[config.mk]
export PLATFORM = sky130hd
export DESIGN_NAME = fomu_pvt
export DESIGN_NICKNAME = d
export VERILOG_FILES = /design/src/hdl/fomu_pkg.sv /design/src/hdl/rgb_duty_if.sv /design/src/hdl/color_sequencer.sv /design/src/hdl/fomu_pvt.sv /design/src/hdl/rgb_pwm.sv /design/src/hdl/touch_debounce.sv
export SDC_FILE = /design/constraint.sdc
export NUM_CORES = 1
export LEC_CHECK = 0
export ABC_AREA = 1
export BUFFER_PORTS_ARGS = -buffer_cell sky130_fd_sc_hd__buf_2
export CAP_MARGIN = 20
export CORE_MARGIN = 2
export CORE_UTILIZATION = 57
export DETAILED_ROUTE_END_ITERATION = 12
export PLACE_DENSITY = 0.81
export SYNTH_ARGS = -nofsm -noshare
export SYNTH_HDL_FRONTEND = slang
export SYNTH_HIERARCHICAL = 1
export SYNTH_SLANG_ARGS = --single-unit
[constraint.sdc]
create_clock -name clk_48MHz -period 1.7 [get_ports clk_48MHz]
set_input_delay 0.34 -clock clk_48MHz [delete_from_list [all_inputs] [get_ports clk_48MHz]]
set_output_delay 0.34 -clock clk_48MHz [all_outputs]
set_load 0.05 [all_outputs]
[src/hdl/fomu_pkg.sv]
package fomu_pkg;

  localparam int NUM_PADS      = 4;    // touch pads on the board
  localparam int DUTY_BITS     = 8;    // pwm resolution per channel
  localparam int NUM_COLORS    = 8;    // palette entries
  localparam int DEBOUNCE_BITS = 16;   // 2**16 cycles stable, ~1.4 ms at 48 MHz

  // which pad does what
  localparam int PAD_NEXT  = 0;        // pad 1 steps the colour forward
  localparam int PAD_PREV  = 1;        // pad 2 steps it back
  localparam int PAD_LEVEL = 2;        // pad 3 cycles brightness
  localparam int PAD_POWER = 3;        // pad 4 toggles the light

  typedef logic [DUTY_BITS-1:0]          duty_t;       // one pwm duty / colour channel
  typedef logic [3*DUTY_BITS-1:0]        color_t;      // {red, green, blue}
  typedef logic [1:0]                    level_t;      // brightness 0..3
  typedef logic [NUM_PADS-1:0]           pads_t;       // bit 0 is pad 1
  typedef logic [$clog2(NUM_COLORS)-1:0] color_idx_t;  // palette index
  typedef logic [DEBOUNCE_BITS-1:0]      db_cnt_t;     // stable-sample counter

  localparam level_t LEVEL_MAX = 2'd3;  // full brightness

  // channel offsets inside color_t
  localparam int RED_LSB   = 2*DUTY_BITS;
  localparam int GREEN_LSB = DUTY_BITS;
  localparam int BLUE_LSB  = 0;

  localparam color_t PALETTE [NUM_COLORS] = '{
    24'hff_ff_ff,  // white
    24'hff_00_00,  // red
    24'h00_ff_00,  // green
    24'h00_00_ff,  // blue
    24'hff_ff_00,  // yellow
    24'h00_ff_ff,  // cyan
    24'hff_00_ff,  // magenta
    24'hff_80_00   // orange
  };

  // light on or off
  typedef enum logic {
    seq_on,
    seq_off
  } seq_state_t;

endpackage

[src/hdl/rgb_duty_if.sv]
`timescale 1ns/1ps

// duty levels from sequencer to pwm plus the frame marker going back
interface rgb_duty_if;

  fomu_pkg::duty_t duty_r;   // red duty
  fomu_pkg::duty_t duty_g;   // green duty
  fomu_pkg::duty_t duty_b;   // blue duty
  logic            frame_start;  // pwm counter at zero

  modport source (
    output duty_r,
    output duty_g,
    output duty_b,
    input  frame_start
  );

  modport sink (
    input  duty_r,
    input  duty_g,
    input  duty_b,
    output frame_start
  );

endinterface

[src/hdl/color_sequencer.sv]
`timescale 1ns/1ps

module color_sequencer (
  input  logic            clk_48MHz,
  input  logic            rst,
  input  fomu_pkg::pads_t press,   // one-cycle pulses from the debouncer
  rgb_duty_if.source      duty     // duties toward the pwm
);

  fomu_pkg::color_idx_t idx;       // current palette entry
  fomu_pkg::color_idx_t idx_n;
  fomu_pkg::level_t     level;     // brightness
  fomu_pkg::level_t     level_n;
  fomu_pkg::seq_state_t state;     // on / off
  fomu_pkg::seq_state_t state_n;
  fomu_pkg::color_t     color_n;   // palette colour after this cycle

  // dim a channel by one bit per level below max
  function automatic fomu_pkg::duty_t scale(input fomu_pkg::duty_t ch,
                                            input fomu_pkg::level_t lvl);
    return ch >> (fomu_pkg::LEVEL_MAX - lvl);
  endfunction

  // next colour index, opposite presses in one cycle cancel
  always_comb begin
    idx_n = idx;
    if (press[fomu_pkg::PAD_NEXT] && !press[fomu_pkg::PAD_PREV]) begin
      idx_n = fomu_pkg::color_idx_t'(idx + 1'b1);   // wraps 7 -> 0
    end else if (press[fomu_pkg::PAD_PREV] && !press[fomu_pkg::PAD_NEXT]) begin
      idx_n = fomu_pkg::color_idx_t'(idx - 1'b1);   // wraps 0 -> 7
    end
  end

  // brightness and on/off
  always_comb begin
    level_n = level;
    state_n = state;
    if (press[fomu_pkg::PAD_LEVEL]) begin
      level_n = fomu_pkg::level_t'(level + 1'b1);   // 3 -> 0
    end
    if (press[fomu_pkg::PAD_POWER]) begin
      state_n = (state == fomu_pkg::seq_on) ? fomu_pkg::seq_off : fomu_pkg::seq_on;
    end
  end

  assign color_n = fomu_pkg::PALETTE[idx_n];

  // duties come from the next-state values so that state and duties
  // move together one cycle after the press
  always_ff @(posedge clk_48MHz) begin
    if (rst) begin
      idx         <= '0;                       // white
      level       <= fomu_pkg::LEVEL_MAX;
      state       <= fomu_pkg::seq_on;
      duty.duty_r <= scale(fomu_pkg::PALETTE[0][fomu_pkg::RED_LSB +: fomu_pkg::DUTY_BITS],
                           fomu_pkg::LEVEL_MAX);
      duty.duty_g <= scale(fomu_pkg::PALETTE[0][fomu_pkg::GREEN_LSB +: fomu_pkg::DUTY_BITS],
                           fomu_pkg::LEVEL_MAX);
      duty.duty_b <= scale(fomu_pkg::PALETTE[0][fomu_pkg::BLUE_LSB +: fomu_pkg::DUTY_BITS],
                           fomu_pkg::LEVEL_MAX);
    end else begin
      idx   <= idx_n;
      level <= level_n;
      state <= state_n;
      if (state_n == fomu_pkg::seq_on) begin
        duty.duty_r <= scale(color_n[fomu_pkg::RED_LSB +: fomu_pkg::DUTY_BITS], level_n);
        duty.duty_g <= scale(color_n[fomu_pkg::GREEN_LSB +: fomu_pkg::DUTY_BITS], level_n);
        duty.duty_b <= scale(color_n[fomu_pkg::BLUE_LSB +: fomu_pkg::DUTY_BITS], level_n);
      end else begin
        duty.duty_r <= '0;   // dark but index and level kept
        duty.duty_g <= '0;
        duty.duty_b <= '0;
      end
    end
  end

endmodule

[src/hdl/fomu_pvt.sv]
`timescale 1ns/1ps

module fomu_pvt (
  input  logic clk_48MHz,   // 48 MHz oscillator, used unbuffered
  input  logic rst,

  input  logic touch_1,     // touch pads as plain inputs
  input  logic touch_2,
  input  logic touch_3,
  input  logic touch_4,

  output logic rgb_0,       // green
  output logic rgb_1,       // red
  output logic rgb_2,       // blue

  output logic usb_dp,      // usb d+
  output logic usb_dn,      // usb d-
  output logic usb_dp_pu    // d+ pull-up
);

  fomu_pkg::pads_t pads;    // pad 1 in bit 0
  fomu_pkg::pads_t press;
  logic            led_r;
  logic            led_g;
  logic            led_b;

  rgb_duty_if duty_bus ();

  assign pads = {touch_4, touch_3, touch_2, touch_1};

  touch_debounce u_debounce (
    .clk_48MHz (clk_48MHz),
    .rst       (rst),
    .pads      (pads),
    .press     (press)
  );

  color_sequencer u_sequencer (
    .clk_48MHz (clk_48MHz),
    .rst       (rst),
    .press     (press),
    .duty      (duty_bus.source)
  );

  rgb_pwm u_pwm (
    .clk_48MHz (clk_48MHz),
    .rst       (rst),
    .duty      (duty_bus.sink),
    .led_r     (led_r),
    .led_g     (led_g),
    .led_b     (led_b)
  );

  // same pin order as the led driver on the board
  assign rgb_0 = led_g;
  assign rgb_1 = led_r;
  assign rgb_2 = led_b;

  // no usb stack, keep the host from enumerating us
  assign usb_dp    = 1'b0;
  assign usb_dn    = 1'b0;
  assign usb_dp_pu = 1'b0;

endmodule

[src/hdl/rgb_pwm.sv]
`timescale 1ns/1ps

module rgb_pwm (
  input  logic     clk_48MHz,
  input  logic     rst,
  rgb_duty_if.sink duty,     // duties in, frame marker out
  output logic     led_r,    // active-high pwm
  output logic     led_g,
  output logic     led_b
);

  fomu_pkg::duty_t cnt;      // frame counter 0..255
  fomu_pkg::duty_t lat_r;    // duties held for the running frame
  fomu_pkg::duty_t lat_g;
  fomu_pkg::duty_t lat_b;
  fomu_pkg::duty_t nxt_r;    // what the latches hold next cycle
  fomu_pkg::duty_t nxt_g;
  fomu_pkg::duty_t nxt_b;

  assign duty.frame_start = (cnt == '0);

  // new duties only enter at the frame boundary
  assign nxt_r = duty.frame_start ? duty.duty_r : lat_r;
  assign nxt_g = duty.frame_start ? duty.duty_g : lat_g;
  assign nxt_b = duty.frame_start ? duty.duty_b : lat_b;

  // free-running counter, wraps at 256
  always_ff @(posedge clk_48MHz) begin
    if (rst) begin
      cnt <= '0;
    end else begin
      cnt <= cnt + 1'b1;
    end
  end

  always_ff @(posedge clk_48MHz) begin
    if (rst) begin
      lat_r <= '0;
      lat_g <= '0;
      lat_b <= '0;
    end else begin
      lat_r <= nxt_r;
      lat_g <= nxt_g;
      lat_b <= nxt_b;
    end
  end

  // compare against the incoming latch value so pin and latch agree
  // in every cycle, including the first of a frame
  always_ff @(posedge clk_48MHz) begin
    if (rst) begin
      led_r <= 1'b0;
      led_g <= 1'b0;
      led_b <= 1'b0;
    end else begin
      led_r <= (cnt < nxt_r);   // high for nxt_r counts per frame
      led_g <= (cnt < nxt_g);
      led_b <= (cnt < nxt_b);
    end
  end

endmodule

[src/hdl/touch_debounce.sv]
`timescale 1ns/1ps

module touch_debounce (
  input  logic            clk_48MHz,
  input  logic            rst,
  input  fomu_pkg::pads_t pads,   // raw pad levels, async
  output fomu_pkg::pads_t press   // one-cycle pulse per touch
);

  fomu_pkg::pads_t   sync_1;     // first sync stage
  fomu_pkg::pads_t   sync_2;     // second sync stage
  fomu_pkg::pads_t   level;      // debounced pad level
  fomu_pkg::pads_t   level_q;    // level one cycle back
  fomu_pkg::db_cnt_t cnt [fomu_pkg::NUM_PADS];  // per-pad stable counter

  // two-flop synchronizer
  always_ff @(posedge clk_48MHz) begin
    if (rst) begin
      sync_1 <= '0;
      sync_2 <= '0;
    end else begin
      sync_1 <= pads;
      sync_2 <= sync_1;
    end
  end

  // a pad has to disagree with the debounced level for 2**DEBOUNCE_BITS
  // samples in a row before the level follows
  always_ff @(posedge clk_48MHz) begin
    if (rst) begin
      level <= '0;
      for (int i = 0; i < fomu_pkg::NUM_PADS; i++) begin
        cnt[i] <= '0;
      end
    end else begin
      for (int i = 0; i < fomu_pkg::NUM_PADS; i++) begin
        if (sync_2[i] == level[i]) begin
          cnt[i] <= '0;                  // bounce back, start over
        end else if (&cnt[i]) begin
          level[i] <= sync_2[i];         // held long enough
          cnt[i]   <= '0;
        end else begin
          cnt[i] <= cnt[i] + 1'b1;
        end
      end
    end
  end

  // rising edge of the debounced level
  always_ff @(posedge clk_48MHz) begin
    if (rst) begin
      level_q <= '0;
      press   <= '0;
    end else begin
      level_q <= level;
      press   <= level & ~level_q;   // lags the rise by one cycle
    end
  end

endmodule

# [Word level (Yosys, flattened, before mapping)]
# Memory sizes are Yosys's and may differ from the RTL's.
# Index checks and enable logic that the tools add are counted.
[totals] register_bits=85 ram_bits=64 rom_bits=192 input_bits=6 out_inout_bits=6 elab_cells=146 memories=2
[memory_table] memory="(no name shown)" depth=8 width=24 read_ports=1 rd_ports_with_merged_regs=0 wr=0 line="color_sequencer.sv:46" rtl="assign color_n = fomu_pkg::PALETTE[idx_n];"
[memory_table] memory="u_debounce.cnt" depth=4 width=16 read_ports=4 rd_ports_with_merged_regs=0 wr=4 line="touch_debounce.sv:14" rtl="fomu_pkg::db_cnt_t cnt [fomu_pkg::NUM_PADS];"
[classes] addsub=9 magnitude_cmp=4 eq_ne=4 shifts=3 n_mux=71 bitwise=19 n_reduce_logical=13
[ops] op="two-way mux 16 bit" count=12
[ops] op="AND reduction 17 bit" count=4
[ops] op="adder 16 x 1 -> 16 bit, second input constant" count=4
[ops] op="AND reduction 16 bit" count=4
[ops] op="two-way mux 1 bit" count=48
[ops] op="two-way mux 24 bit" count=2
[ops] op="two-way mux 8 bit" count=6
[ops] op="less-than comparator 8 bit" count=3
[ops] op=">> shifter 8 x 2 -> 8 bit" count=3
[ops] op="OR 1 bit" count=12
[ops] op="adder 8 x 1 -> 8 bit, second input constant" count=1
[ops] op="zero test 8 bit" count=1
[ops] op="two-way mux 3 bit" count=2
[ops] op="bitwise AND 4 bit" count=1
[ops] op="== test 1 bit" count=4
[ops] op="greater-or-equal comparator 4 bit, second input constant" count=1
[ops] op="inverter 1 bit" count=4
[ops] op="inverter 3 -> 4 bit" count=1
[ops] op="inverter 4 bit" count=1
[ops] op="adder 3 x 1 -> 3 bit, second input constant" count=1
[ops] op="subtractor 3 x 1 -> 3 bit, second input constant" count=1
[ops] op="adder 2 x 1 -> 2 bit, second input constant" count=1
[ops] op="logical AND 1 bit" count=2
[ops] op="zero test 1 bit" count=2
[ops] op="other kinds (2)" count=2

# [Longest topological paths before layout]
[logic_depth] ltp_word=10 depth_mapped=15 ltp_nobuf=15

# [Hierarchy]
# Netlist, hierarchy kept.
[by_module_without_submodules] mod="touch_debounce" n_inst=1 cells_per_inst=499 area_per_inst_um2=4286.6 seq_area_each_um2=2322.2
[by_module_without_submodules] mod="rgb_pwm" n_inst=1 cells_per_inst=221 area_per_inst_um2=1861.8 seq_area_each_um2=700.7
[by_module_without_submodules] mod="color_sequencer" n_inst=1 cells_per_inst=127 area_per_inst_um2=930.9 seq_area_each_um2=380.4
[by_module_without_submodules] mod="fomu_pvt" n_inst=1 cells_per_inst=4 area_per_inst_um2=26.3 seq_area_each_um2=0.0

# [Least setup slack after synthesis]
# OpenSTA, ideal clock, no wires.
[synth_path] path_type="register to register" start="register u_pwm.cnt[0]" end="register u_pwm.led_b" setup_ps=66 t_arrival_ps=1800 required_ps=1634 slack_ps=-166 path_stages_with_launch=12 path_buffers=1 period_less_slack_ps=1866 cell_sequence="dfxtp_1 -> inv_1 -> ha_1 -> nand2_1 -> nor2_2 -> nand2_4 -> buf_8 -> mux2i_2 -> ha_1 -> a21oi_1 -> nand2_1 -> a21oi_2"
[synth_between] elab_chain_len=3
[synth_lines] item="from (decl)" line="rgb_pwm.sv:12" rtl="fomu_pkg::duty_t cnt;"
[synth_lines] item="from (signal assigned)" line="rgb_pwm.sv:32" rtl="cnt <= cnt + 1'b1;"
[synth_lines] item="zero test 8 bit" line="rgb_pwm.sv:20" rtl="assign duty.frame_start = (cnt == '0);"
[synth_lines] item="two-way mux 8 bit" line="rgb_pwm.sv:25" rtl="assign nxt_b = duty.frame_start ? duty.duty_b : lat_b;"
[synth_lines] item="less-than comparator 8 bit (*)" line="rgb_pwm.sv:58" rtl="led_b <= (cnt < nxt_b);"
[synth_lines] item="to (signal assigned)" line="rgb_pwm.sv:58"
[synth_lines] item="to (decl)" line="rgb_pwm.sv:9" rtl="output logic led_b"
# Every way passes the cells marked *; elsewhere a longest branch is shown, timed or not.
# A chain may end at the register's enable or synchronous reset.

# [Final worst setup path]
[layout_path] start="register u_pwm.cnt[1]" end="register u_pwm.led_r"
[layout_between] elab_chain_len=3
[layout_lines] item="zero test 8 bit" line="rgb_pwm.sv:20"
[layout_lines] item="two-way mux 8 bit" line="rgb_pwm.sv:23" rtl="assign nxt_r = duty.frame_start ? duty.duty_r : lat_r;"
[layout_lines] item="less-than comparator 8 bit (*)" line="rgb_pwm.sv:56" rtl="led_r <= (cnt < nxt_r);"
[layout_lines] item="to (signal assigned)" line="rgb_pwm.sv:56"
[layout_lines] item="to (decl)" line="rgb_pwm.sv:7" rtl="output logic led_r,"
# Marked as above.

==> metrics.md <==
| Metric | Value |
|---|---|
| Outcome | `complete, but fails checks` |
| Violated checks | `negative setup slack` |
| Gate power share | `0.121` |
| Hold buffer count at CTS | `0` |
| Die Area | `0.01337 mm2` |
| Setup crit start | `u_pwm/cnt[1]` |
| Vias in the first global route | `5190` |
| Routed Antenna Nets | `0` |
| Die Span X | `roughly 120 um` |
| Hold Slack | `0.1242 ns` |
| Root buffer cell | `clkbuf_16` |
| RD Place Congestion | `~0.86` |
| Detailed Place HPWL | `~9100 um` |
| Total core area | `0.01211 mm2` |
| CP startpoint kind | `flip-flop` |
| CP required | `2.01 ns` |
| Dpl cells | `1117` |
| Reg clk slew, reported paths | `0.06 ns` |
| Net Sw Power | `2111 uW` |
| Drt pass-1 iters | `5` |
| RSZ-0062 raised after global routing | `true` |
| Largest net degree at the start of global routing | `40` |
| Crit path capture type | `flip-flop` |
| Maximum vdd drop | `0.9063 mV` |
| Num ports | `12` |
| Most Crowded Layer GR | `met2` |
| Vias | `5666` |
| Overall power | `9208 uW` |
| Wire per inst | `12.04 um` |
| Worst-Skew Late Latency | `0.43 ns` |
| R2r setup slk | `-0.26 ns` |
| Internal power | `7097 uW` |
| Clock Skew | `0.007751 ns` |
| Hold Path Stages | `3` |
| Leakage | `0.003827 uW` |
| Worst slack, placed | `-0.2748 ns` |
| H-tree Lvls | `4` |
| Remaining DRCs | `0` |
| Cell Rows | `40` |
| Hold violation total from the final report | `0` |
| Final instance area | `0.008750 mm2` |
| Sequential Power Share | `0.413` |
| Hold Path End | `u_debounce/sync_1[0]` |
| Min-Delay Path Class | `in2reg` |
| Final non-filler cell total | `1157` |
| Reg2Reg Depth | `11` |
| Sw frac | `0.2292` |
| Crit Path Class | `reg2reg` |
| Worst reg2reg endpoint | `u_pwm/led_r` |
| Starting Density | `0.5864` |
| Nets | `just over 1000` |
| Fmax | `about 510 MHz` |
| Power Dens Cells | `1052 mW/mm2` |
| Cell count after synthesis | `850` |
| Final period util | `1.155` |
| IO buf count | `8` |
| Post-Route WL | `13930 um` |
| Num CTS Buffers | `17` |
| Hold wc startpoint | `touch_1` |
| Ys Warns | `6` |
| Synth-to-Final Area Change | `23.20%` |
| PnR worst setup slack | `-0.2634 ns` |
| Antenna Cells | `0` |
| Avg Cell Area, Syn | `8.355 um2` |
| First-pass GRT wire length | `22850 um` |
| RR Startpoint | `u_pwm/cnt[1]` |
| Fin. max-slew vios | `0` |
| Max Buffers Root-to-Sink | `2` |
| CTS tree | `yes` |
| Met3 Use GR | `0.05492` |
| CP arrival | `2.27 ns` |
| Die height | `about 120 um` |
| Vias per cell | `4.897` |
| Clk sinks | `roughly 140` |
| DR iter-0 viols | `420` |
| Min cycle time layout | `just under 2 ns` |
| Met2 usage | `0.3598` |
| Fill cell count | `891` |
| GRT overflow | `0` |
| Fraction of layout cells with a size suffix above 1 | `0.1780` |
| Clock power share | `0.467` |
| CP Max Fanout | `8` |
| Tot GR Track Use | `0.2170` |
| Endpoints failing setup | `4` |
| MaxCap Viol Count | `0` |
| Initial antenna violation count | `0` |
| Post-DP Area | `0.007858 mm2` |
| Mapped cell area | `0.007102 mm2` |
| M1 GR Usage | `0.2742` |
==> power groups by stage <==
stage                     logic (uW)  registers [uW]  clock network, uW
after detailed placement         951            3860                  0
after global placement           923            3850                  0
after global routing            1240            3820               4490
final                           1110            3800               4300
after CTS                       1030            3790               4350
after floorplan                  694            3840                  0
==> what timing repair did <==
action	4_1_cts	5_1_grt
setup endpoints to repair	5	25
resized for setup	10	20
pin swaps	5	14
buffers inserted	4	4
cloned	1	0
==> per-stage QoR <==
step | utilization | TNS (ns)
3_5_place_dp | 0.6488 | -0.9531
4_1_cts | 0.7149 | -0.6613
2_1_floorplan | - | -0.2164
3_3_place_gp | 0.6488 | -0.7017
6_report | 0.7224 | -0.7971
5_1_grt | 0.7224 | -1.275
==> flip-flops by register name, indices dropped and copies added (netlist names) <==
name and count:
u_debounce/level 4, u_sequencer/duty.duty_g 5, u_sequencer/level 2, u_sequencer/duty.duty_b 4, u_pwm/led_r 1, u_sequencer/idx 3
u_pwm/led_g 1, u_debounce/sync_2 4, u_pwm/lat_r 8, u_debounce/cnt 64, u_debounce/sync_1 4, u_sequencer/state 1
u_pwm/led_b 1, u_pwm/lat_b 8, u_pwm/lat_g 8, u_debounce/press 4, u_debounce/level_q 4, u_pwm/cnt 8
u_sequencer/duty.duty_r 4
==> final cells by class <==
type                            instances  area (um2)  area share
Multi-Input combinational cell        657        3535      0.4040
Sequential cell                       138        3412      0.3900
Timing Repair Buffer                   67       533.0     0.06092
Clock buffer                           23       520.5     0.05949
Inverter                               95       361.6     0.04133
Tap cell                              168       210.2     0.02402
Clock inverter                          9       177.7     0.02031
==> layer usage <==
metal  up-vias  part of all wire
met5         -                 0
met4         0             0.018
met3        21             0.038
met2        96              0.48
met1      2628              0.46
li1       2921                 -
==> placed cells by master (no fill, tap or decap), types with 7 or more instances in the layout <==
cell and instances:
a21oi_1 38, buf_2 8, buf_4 55, clkbuf_16 19, conb_1 67, dfxtp_1 69
edfxtp_1 64, ha_1 26, inv_1 81, inv_2 12, mux2i_1 9, mux2i_2 8
nand2_1 170, nand2_2 15, nand3_1 50, nand4_1 13, nor2_1 159, nor2_2 7
nor3_1 11, o21ai_0 13, xnor2_1 15, xor2_1 18
==> critical path, stage by stage, from the launching register on <==
cell	delay, ns
dfxtp_4	0.35
inv_4	0.05
ha_4	0.14
nand2_4	0.05
nor2_4	0.15
nand2_4	0.15
buf_4	0.18
mux2i_1	0.13
ha_1	0.28
nand2_1	0.07
o211ai_1	0.25
a21oi_2	0.04
==> worst max path at each step <==
stage                  end  slack [ns]  depth (start not counted)
3_5_place_dp   u_pwm/led_r       -0.27                         13
6_report       u_pwm/led_r       -0.26                         11
5_1_grt        u_pwm/led_r       -0.35                         13
2_1_floorplan  u_pwm/led_g       -0.09                         11
3_3_place_gp   u_pwm/led_b       -0.23                         10
4_1_cts        u_pwm/led_r       -0.24                         13
(Power assumes the default switching activity.)
